**config.mk**
```make
export PLATFORM = sky130hd
export DESIGN_NAME = memcpy
export DESIGN_NICKNAME = d
export VERILOG_FILES = /design/src/logic/memcpy_pkg.sv /design/src/logic/mmio_csr.sv /design/src/logic/copy_control.sv /design/src/logic/line_writer.sv /design/src/logic/memcpy.sv
export SDC_FILE = /design/constraint.sdc
export NUM_CORES = 2
export LEC_CHECK = 0
export BUFFER_PORTS_ARGS = -buffer_cell sky130_fd_sc_hd__buf_2
export CAP_MARGIN = 40
export CORE_AREA = 5 5 489 491
export DETAILED_ROUTE_END_ITERATION = 16
export DIE_AREA = 0 0 494 496
export GPL_TIMING_DRIVEN = 1
export PLACE_DENSITY = 0.43
export SYNTH_ARGS = -nofsm -noshare
export SYNTH_HDL_FRONTEND = slang
export SYNTH_SLANG_ARGS = --single-unit
```
**constraint.sdc**
```tcl
create_clock -name clk -period 112.7 [get_ports clk]
set_input_delay 33.81 -clock clk [delete_from_list [all_inputs] [get_ports clk]]
set_output_delay 33.81 -clock clk [all_outputs]
set_load 0.005 [all_outputs]
```
**src/logic/memcpy_pkg.sv**
```systemverilog
`default_nettype none
// ====================
// Shared widths, register map and bus structs of the copy engine
// Line count and tags are 16 bits, so one run moves at most 65535 lines
// MMIO offsets count 32-bit words, 64-bit registers sit on even offsets
// All strobes are single-cycle valids with no ready
// ====================
package memcpy_pkg;

    // ====================
    // Widths
    localparam int CL_ADDR_W   = 42;
    localparam int CL_DATA_W   = 512;
    localparam int MMIO_DATA_W = 64;
    localparam int MMIO_ADDR_W = 16;
    localparam int LINE_IDX_W  = 16;
    localparam int CNT_W       = 64;

    // ====================
    // Register map, byte offset shifted down to 32-bit units
    localparam logic [MMIO_ADDR_W-1:0] CSR_DFH          = 16'h0000;
    localparam logic [MMIO_ADDR_W-1:0] CSR_ID_L         = 16'h0002;
    localparam logic [MMIO_ADDR_W-1:0] CSR_ID_H         = 16'h0004;
    localparam logic [MMIO_ADDR_W-1:0] CSR_STATUS_ADDR  = 16'h0018 >> 2;
    localparam logic [MMIO_ADDR_W-1:0] CSR_SRC_ADDR     = 16'h0020 >> 2;
    localparam logic [MMIO_ADDR_W-1:0] CSR_DST_ADDR     = 16'h0028 >> 2;
    localparam logic [MMIO_ADDR_W-1:0] CSR_NUM_LINES    = 16'h0030 >> 2;
    localparam logic [MMIO_ADDR_W-1:0] CSR_CTL          = 16'h0070 >> 2;
    localparam logic [MMIO_ADDR_W-1:0] CSR_WR_THRESHOLD = 16'h0078 >> 2;

    localparam logic [127:0] AFU_ID = 128'h4b1f_9d3e_62a0_4c57_8e15_d0c2_7a93_f648;
    // Type AFU in bits 63:60, end of list in bit 40
    localparam logic [MMIO_DATA_W-1:0] DFH_VALUE = 64'h1000_0100_0000_0000;
    localparam logic [LINE_IDX_W-1:0] DEFAULT_WR_THRESHOLD = 16'd64;
    // Response type of a read line completion
    localparam logic [3:0] RSP_RDLINE = 4'h0;

    typedef enum logic [1:0] {
        IDLE   = 2'd0,
        RUN    = 2'd1,
        REPORT = 2'd2
    } copy_state_t;

    // ====================
    // Receive header, one word with two meanings
    typedef struct packed {
        logic [MMIO_ADDR_W-1:0] address;
        logic [1:0]             length;
        logic                   rsvd;
        logic [8:0]             tid;
    } mmio_req_hdr_t;

    typedef struct packed {
        logic [7:0]            rsvd;
        logic [3:0]            resp_type;
        logic [LINE_IDX_W-1:0] mdata;
    } mem_rsp_hdr_t;

    typedef union packed {
        mmio_req_hdr_t mmio;
        mem_rsp_hdr_t  rsp;
    } rx_hdr_u;

    typedef struct packed {
        logic                 mmio_rd;
        logic                 mmio_wr;
        logic                 rsp_valid;
        rx_hdr_u              hdr;
        logic [CL_DATA_W-1:0] data;
    } rx_c0_t;

    typedef struct packed {
        logic                  valid;
        logic [LINE_IDX_W-1:0] tag;
    } rx_c1_t;

    // Transmit side
    typedef struct packed {
        logic                  valid;
        logic [CL_ADDR_W-1:0]  addr;
        logic [LINE_IDX_W-1:0] tag;
    } rd_req_t;

    typedef struct packed {
        logic                  valid;
        logic [CL_ADDR_W-1:0]  addr;
        logic [LINE_IDX_W-1:0] tag;
        logic [CL_DATA_W-1:0]  data;
    } wr_req_t;

    typedef struct packed {
        logic                   valid;
        logic [8:0]             tid;
        logic [MMIO_DATA_W-1:0] data;
    } mmio_rsp_t;

    // Between the stages
    typedef struct packed {
        logic [CL_ADDR_W-1:0]  status_addr;
        logic [CL_ADDR_W-1:0]  src_addr;
        logic [CL_ADDR_W-1:0]  dst_addr;
        logic [LINE_IDX_W-1:0] num_lines;
        logic [LINE_IDX_W-1:0] wr_threshold;
    } copy_cfg_t;

    typedef struct packed {
        logic                  valid;
        logic [CNT_W-1:0]      cycles;
        logic [LINE_IDX_W-1:0] lines_read;
        logic [LINE_IDX_W-1:0] wr_rsp;
    } copy_report_t;

endpackage
`default_nettype wire

```
**src/logic/mmio_csr.sv**
```systemverilog
`timescale 1ns/1ns
`default_nettype none
// ====================
// MMIO register block of the copy engine
// Reads answer one cycle after the strobe, unknown offsets read as 0
// Writes land one cycle after the strobe
// A start write is dropped unless source, destination and count are nonzero
// ====================
module mmio_csr
    import memcpy_pkg::*;
(
    input  logic      clk,
    input  logic      reset,
    input  rx_c0_t    rx_c0,
    output mmio_rsp_t mmio_rsp,
    output copy_cfg_t cfg,
    output logic      start
);

    mmio_req_hdr_t          req;
    logic [MMIO_DATA_W-1:0] rd_data;
    logic                   cfg_ok;

    // Shared header seen as an MMIO request
    assign req = rx_c0.hdr.mmio;

    // Start only makes sense with a full configuration
    assign cfg_ok = (cfg.src_addr != '0) && (cfg.dst_addr != '0) &&
                    (cfg.num_lines != '0);

    // ====================
    // Read path
    always_comb
    begin
        case (req.address)
            CSR_DFH:          rd_data = DFH_VALUE;
            CSR_ID_L:         rd_data = AFU_ID[63:0];
            CSR_ID_H:         rd_data = AFU_ID[127:64];
            CSR_STATUS_ADDR:  rd_data = MMIO_DATA_W'(cfg.status_addr);
            CSR_SRC_ADDR:     rd_data = MMIO_DATA_W'(cfg.src_addr);
            CSR_DST_ADDR:     rd_data = MMIO_DATA_W'(cfg.dst_addr);
            CSR_NUM_LINES:    rd_data = MMIO_DATA_W'(cfg.num_lines);
            CSR_WR_THRESHOLD: rd_data = MMIO_DATA_W'(cfg.wr_threshold);
            // CTL is write-only and reads back 0
            default:          rd_data = '0;
        endcase
    end

    always_ff @(posedge clk)
    begin
        if (reset)
        begin
            mmio_rsp.valid <= 1'b0;
        end
        else
        begin
            // Every read gets exactly one response
            mmio_rsp.valid <= rx_c0.mmio_rd;
        end
    end

    // Tag and data follow the request
    always_ff @(posedge clk)
    begin
        mmio_rsp.tid  <= req.tid;
        mmio_rsp.data <= rd_data;
    end

    // ====================
    // Write path
    always_ff @(posedge clk)
    begin
        if (reset)
        begin
            cfg.status_addr  <= '0;
            cfg.src_addr     <= '0;
            cfg.dst_addr     <= '0;
            cfg.num_lines    <= '0;
            cfg.wr_threshold <= DEFAULT_WR_THRESHOLD;
            start            <= 1'b0;
        end
        else
        begin
            // Start is a single-cycle pulse
            start <= 1'b0;
            if (rx_c0.mmio_wr)
            begin
                case (req.address)
                    CSR_STATUS_ADDR:  cfg.status_addr  <= rx_c0.data[CL_ADDR_W-1:0];
                    CSR_SRC_ADDR:     cfg.src_addr     <= rx_c0.data[CL_ADDR_W-1:0];
                    CSR_DST_ADDR:     cfg.dst_addr     <= rx_c0.data[CL_ADDR_W-1:0];
                    CSR_NUM_LINES:    cfg.num_lines    <= rx_c0.data[LINE_IDX_W-1:0];
                    CSR_WR_THRESHOLD: cfg.wr_threshold <= rx_c0.data[LINE_IDX_W-1:0];
                    CSR_CTL:          start            <= rx_c0.data[0] && cfg_ok;
                    default:          start            <= 1'b0;
                endcase
            end
        end
    end

endmodule
`default_nettype wire

```
**src/logic/copy_control.sv**
```systemverilog
`timescale 1ns/1ns
`default_nettype none
// ====================
// Copy sequencer, IDLE then RUN then one REPORT cycle
// In-flight check is two registers deep, so up to threshold plus 2
// lines may be outstanding
// Reads stop at most 3 cycles after almost-full rises
// ====================
module copy_control
    import memcpy_pkg::*;
(
    input  logic         clk,
    input  logic         reset,
    input  copy_cfg_t    cfg,
    input  logic         start,
    input  logic         tx_almost_full,
    input  rx_c1_t       rx_c1,
    output rd_req_t      rd_req,
    output copy_report_t report
);

    copy_state_t           state;
    logic [LINE_IDX_W-1:0] rd_idx;
    logic [LINE_IDX_W-1:0] wr_rsp_cnt;
    logic [CNT_W-1:0]      cycle_cnt;
    // Throttle pipeline
    logic                  chk_valid;
    logic [LINE_IDX_W-1:0] issued_q;
    logic [LINE_IDX_W:0]   limit_q;
    logic                  can_read;
    logic                  issue;
    logic                  rd_done;

    assign rd_done = (rd_idx == cfg.num_lines);
    assign issue   = (state == RUN) && can_read && !rd_done;

    // ====================
    // State machine and counters
    always_ff @(posedge clk)
    begin
        if (reset)
        begin
            state      <= IDLE;
            rd_idx     <= '0;
            wr_rsp_cnt <= '0;
            cycle_cnt  <= '0;
        end
        else
        begin
            case (state)
                IDLE:
                    if (start)
                    begin
                        state      <= RUN;
                        rd_idx     <= '0;
                        wr_rsp_cnt <= '0;
                        cycle_cnt  <= '0;
                    end
                RUN:
                begin
                    cycle_cnt <= cycle_cnt + 1'b1;
                    if (issue)
                        rd_idx <= rd_idx + 1'b1;
                    if (rx_c1.valid)
                        wr_rsp_cnt <= wr_rsp_cnt + 1'b1;
                    // Done once every line is out and written back
                    if (rd_done && wr_rsp_cnt == cfg.num_lines)
                        state <= REPORT;
                end
                default:
                    state <= IDLE;
            endcase
        end
    end

    // ====================
    // Throttle, stage 1 samples, stage 2 compares
    always_ff @(posedge clk)
    begin
        if (reset)
        begin
            chk_valid <= 1'b0;
            can_read  <= 1'b0;
        end
        else
        begin
            chk_valid <= (state == RUN) && !tx_almost_full;
            can_read  <= chk_valid && ({1'b0, issued_q} < limit_q);
        end
    end

    // issued - responses < threshold, rearranged to avoid a subtract
    always_ff @(posedge clk)
    begin
        issued_q <= rd_idx;
        limit_q  <= {1'b0, wr_rsp_cnt} + {1'b0, cfg.wr_threshold};
    end

    // ====================
    // Read request, tagged with its line index
    always_ff @(posedge clk)
    begin
        if (reset)
            rd_req.valid <= 1'b0;
        else
            rd_req.valid <= issue;
    end

    always_ff @(posedge clk)
    begin
        rd_req.addr <= cfg.src_addr + CL_ADDR_W'(rd_idx);
        rd_req.tag  <= rd_idx;
    end

    // Status fields, valid for the single REPORT cycle
    assign report.valid      = (state == REPORT);
    assign report.cycles     = cycle_cnt;
    assign report.lines_read = rd_idx;
    assign report.wr_rsp     = wr_rsp_cnt;

endmodule
`default_nettype wire

```
**src/logic/line_writer.sv**
```systemverilog
`timescale 1ns/1ns
`default_nettype none
// ====================
// Write side of the copy engine
// Each read response becomes one line write on the next cycle
// Destination line is dst plus the returned tag, so order does not matter
// Status line goes out one cycle after the report strobe
// ====================
module line_writer
    import memcpy_pkg::*;
(
    input  logic         clk,
    input  logic         reset,
    input  rx_c0_t       rx_c0,
    input  copy_cfg_t    cfg,
    input  copy_report_t report,
    output wr_req_t      wr_req
);

    mem_rsp_hdr_t         rsp;
    logic                 rsp_hit;
    logic [CL_DATA_W-1:0] status_line;

    // Shared header seen as a memory response
    assign rsp     = rx_c0.hdr.rsp;
    assign rsp_hit = rx_c0.rsp_valid && (rsp.resp_type == RSP_RDLINE);

    // ====================
    // Status line layout
    always_comb
    begin
        status_line          = '0;
        // Completion flag
        status_line[0]       = 1'b1;
        status_line[127:64]  = report.cycles;
        status_line[159:128] = 32'(report.lines_read);
        status_line[191:160] = 32'(report.wr_rsp);
    end

    // ====================
    // Write request
    always_ff @(posedge clk)
    begin
        if (reset)
            wr_req.valid <= 1'b0;
        else
            wr_req.valid <= rsp_hit || report.valid;
    end

    // Response data wins, the report only comes after the last response
    always_ff @(posedge clk)
    begin
        if (rsp_hit)
        begin
            wr_req.addr <= cfg.dst_addr + CL_ADDR_W'(rsp.mdata);
            wr_req.tag  <= rsp.mdata;
            wr_req.data <= rx_c0.data;
        end
        else if (report.valid)
        begin
            wr_req.addr <= cfg.status_addr;
            wr_req.tag  <= '0;
            wr_req.data <= status_line;
        end
    end

endmodule
`default_nettype wire

```
**src/logic/memcpy.sv**
```systemverilog
`timescale 1ns/1ns
`default_nettype none
// ====================
// Memory copy engine top
// All host outputs come straight from registers
// Inputs are used as they arrive, with no input register stage
// ====================
module memcpy
    import memcpy_pkg::*;
(
    input  logic      clk,
    input  logic      reset,
    input  rx_c0_t    rx_c0,
    input  rx_c1_t    rx_c1,
    input  logic      tx_almost_full,
    output rd_req_t   rd_req,
    output wr_req_t   wr_req,
    output mmio_rsp_t mmio_rsp
);

    copy_cfg_t    cfg;
    logic         start;
    copy_report_t report;

    // Register block and start pulse
    mmio_csr mmio_csr_i (
        .clk      (clk),
        .reset    (reset),
        .rx_c0    (rx_c0),
        .mmio_rsp (mmio_rsp),
        .cfg      (cfg),
        .start    (start)
    );

    // Sequencer and read issue
    copy_control copy_control_i (
        .clk            (clk),
        .reset          (reset),
        .cfg            (cfg),
        .start          (start),
        .tx_almost_full (tx_almost_full),
        .rx_c1          (rx_c1),
        .rd_req         (rd_req),
        .report         (report)
    );

    // Line and status writes
    line_writer line_writer_i (
        .clk    (clk),
        .reset  (reset),
        .rx_c0  (rx_c0),
        .cfg    (cfg),
        .report (report),
        .wr_req (wr_req)
    );

endmodule
`default_nettype wire

```
==> impl_metrics.tcl <==
set metrics [dict create \
    outcome "completed" \
    async_flop_share 0 \
    power_density_mw_per_mm2 15.5 \
    finalWeightedCongestion 0.900 \
    clock_power_share 0.524 \
    ir_drop_mv 0.0107 \
    nets 5554 \
    ys.flop_type "edfxtp_1" \
    drc 0 \
    grt_max_degree 157 \
    rows 178 \
    htreeDepth 4 \
    fp.dieArea_mm2 0.245 \
    hp-class "register to register" \
    yosys_register_bits 962 \
    slew_violations 0 \
    vias 35400 \
    ys_types 80 \
    wl_met1_mm 89.4 \
    cts_made_buffers 130 \
    start_kind "primary input" \
    insertion_delay_ns 0.82 \
    wl_met3_mm 17.4 \
    rsz0062_at_grt "no" \
    endpoint_kind "register" \
    initial_core_util 0.172 \
    tightest_slew_ns 0.941 \
    first_global_vias 34100 \
    via_per_inst 4.31 \
    maxCapViolations 0 \
    seq_area_frac_synth 0.621 \
    p_int_uw 645 \
    core_area_mm2 0.234 \
    cts_tree "yes" \
    pin_count 1267 \
    final_area_mm2 0.0548 \
    final_cell_mix "1247 x buf_2, 727 x nand2_1, 570 x edfxtp_1, 455 x and3_1, 392 x dfxtp_1" \
    arrival_ns 37.79 \
    finalSetupViolCount 0 \
    cts_resized 0 \
    dr_wl_met2_mm 125 \
    ant_nets 0 \
    timing.rr.start "mmio_csr_i.cfg[32]" \
    hold_violations 0 \
    cts.sinks 962 \
    die_w_um 494 \
    fp.dieH_um 496 \
    cp-startpoint "rx_c0[528]" \
    final.min_clock_period_ns 37.32 \
    placed_cell_area_mm2 0.0501 \
    syn_area_mm2 0.0402 \
    timing.setup.tns_ns 0 \
    synth-edff-count 570 \
    cp_max_fo 149 \
    max_slew_margin 0.373 \
    area_growth_pct 36.2 \
    fmax_mhz 26.8 \
    pwr-share-comb 0.037 \
    place_hpwl_mm 192 \
    drt-total-wl_mm 242 \
    p_leak_nw 22.7 \
    final.period_utilization 0.331 \
    finClkSkew_ns 0.0719 \
    swShare 0.241 \
    layout_commonest_cell "buf_2" \
    p_switching_uw 205 \
    worstHoldStart "mmio_csr_i.cfg[143]" \
    post_synth.cell_area_avg_um2 10.7 \
    routedWlPerCell_um 29.5 \
    clk_path_buf_depth 3 \
    clk_pin_slew_worst_paths_ns 0.06 \
    routed.top_layer "met5" \
    post_cts_buffers 0 \
    holdBufCountCts 0 \
    syn-instance-count 3744 \
    drt-pass1-iter-count 7 \
    antenna_found_initial 77 \
    grtUsageTotal 0.187 \
    cts_root_buf "clkbuf_16" \
    final_layout_size_suffix_gt1_frac 0.311 \
    pwr-share-seq 0.439 \
    io_buffers 1245 \
    ys_warn_count 0 \
    drt_iter0_markers 3120 \
    path_class "primary input to register" \
    grt-ovfl-total 0 \
    grt_first_pass_wirelength_mm 314 \
    crit_required_ns 113.17 \
]
cells by family (layout without fill, tap and decap cells):
group	after synthesis	after routing	synth area share
other	1	27	0.0000933
adders and majority gates	69	69	0.0220
buffers and inverters	327	1610	0.0324
DFF	962	962	0.621
AOI/OAI and AO/OA	537	537	0.0817
xor gates and xnor gates	135	135	0.0294
and+or+nand+nor	1689	1689	0.207
muxes	24	24	0.00666
Yosys cell counts (24+ instances only):
| master | instances | area, um2 |
|---|---|---|
| inv_1 | 61 | 229 |
| edfxtp_1 | 570 | 17100 |
| ha_1 | 66 | 826 |
| nand3_1 | 134 | 671 |
| xnor2_1 | 61 | 534 |
| nand2_1 | 729 | 2740 |
| nor2_1 | 140 | 526 |
| a21oi_1 | 261 | 1310 |
| nor4_1 | 45 | 282 |
| clkbuf_1 | 238 | 893 |
| o211ai_1 | 32 | 240 |
| nor3_1 | 34 | 170 |
| dfxtp_1 | 392 | 7850 |
| xor2_1 | 74 | 648 |
| a21o_1 | 24 | 180 |
| o21ai_0 | 85 | 425 |
| nand4_1 | 40 | 250 |
| and3_1 | 456 | 2850 |
final timing paths:
kind,endpoint,slack (ns),depth (start not counted)
max,line_writer_i.wr_req[364],75.38,9
min reg2reg,mmio_csr_i.cfg[143],0.46,2
max reg2reg,line_writer_i.wr_req[568],109.06,9
min,mmio_csr_i.cfg[143],0.46,2
power by group through the flow:
stage          clock (mW)  combinational (mW)  sequential, mW
3_3_place_gp            0              0.0316           0.381
5_1_grt             0.473              0.0332           0.373
3_5_place_dp            0              0.0319           0.381
4_1_cts             0.459              0.0320           0.373
2_1_floorplan           0             0.00766           0.386
6_report            0.446              0.0312           0.373
registers in the layout, indices dropped and copies added (netlist names):
register                   flops
copy_control_i.chk_valid       1
copy_control_i.state           2
copy_control_i.cycle_cnt      64
copy_control_i.can_read        1
mmio_csr_i.mmio_rsp           56
mmio_csr_i.start               1
copy_control_i.issued_q       16
copy_control_i.rd_req         43
line_writer_i.wr_req         571
copy_control_i.rd_idx         16
copy_control_i.wr_rsp_cnt     16
copy_control_i.limit_q        17
mmio_csr_i.cfg               158
per-layer routing:
metal	vias up	track usage
met5	-	0
met4	40	0.0686
met3	308	0.0471
met2	1541	0.339
met1	17700	0.211
li1	15800	-
critical path, cell delays in order:
cell	delay [ns]
buf_2	0.16
nor4_2	0.26
buf_4	0.46
nand2_4	0.43
o21ai_4	0.27
buf_4	0.65
buf_12	0.63
buf_4	0.51
buf_16	0.30
metrics by stage:
step	total power, mW	setup WS, ns	utilization	hold WS, ns	instances
global route	0.879	75.21	0.234	0.489	8186
CTS	0.864	75.39	0.233	0.462	8181
finish	0.850	75.38	0.234	0.461	8203
detailed placement	0.412	74.50	0.214	0.454	7940
global placement	0.412	74.06	0.212	0.446	7920
floorplan	0.393	54.47	-	0.353	3748
final cells by class:
cell class | instances | area (um2)
sequential | 962 | 25000
inverter | 61 | 229
clock buffer | 168 | 3540
clock inverter | 73 | 1080
tap | 3150 | 3940
timing repair buffer | 1308 | 6940
antenna | 22 | 55.1
multi-input combinational | 2459 | 14000
fill | 25500 | 180000
Power figures use the tool's default switching activity.
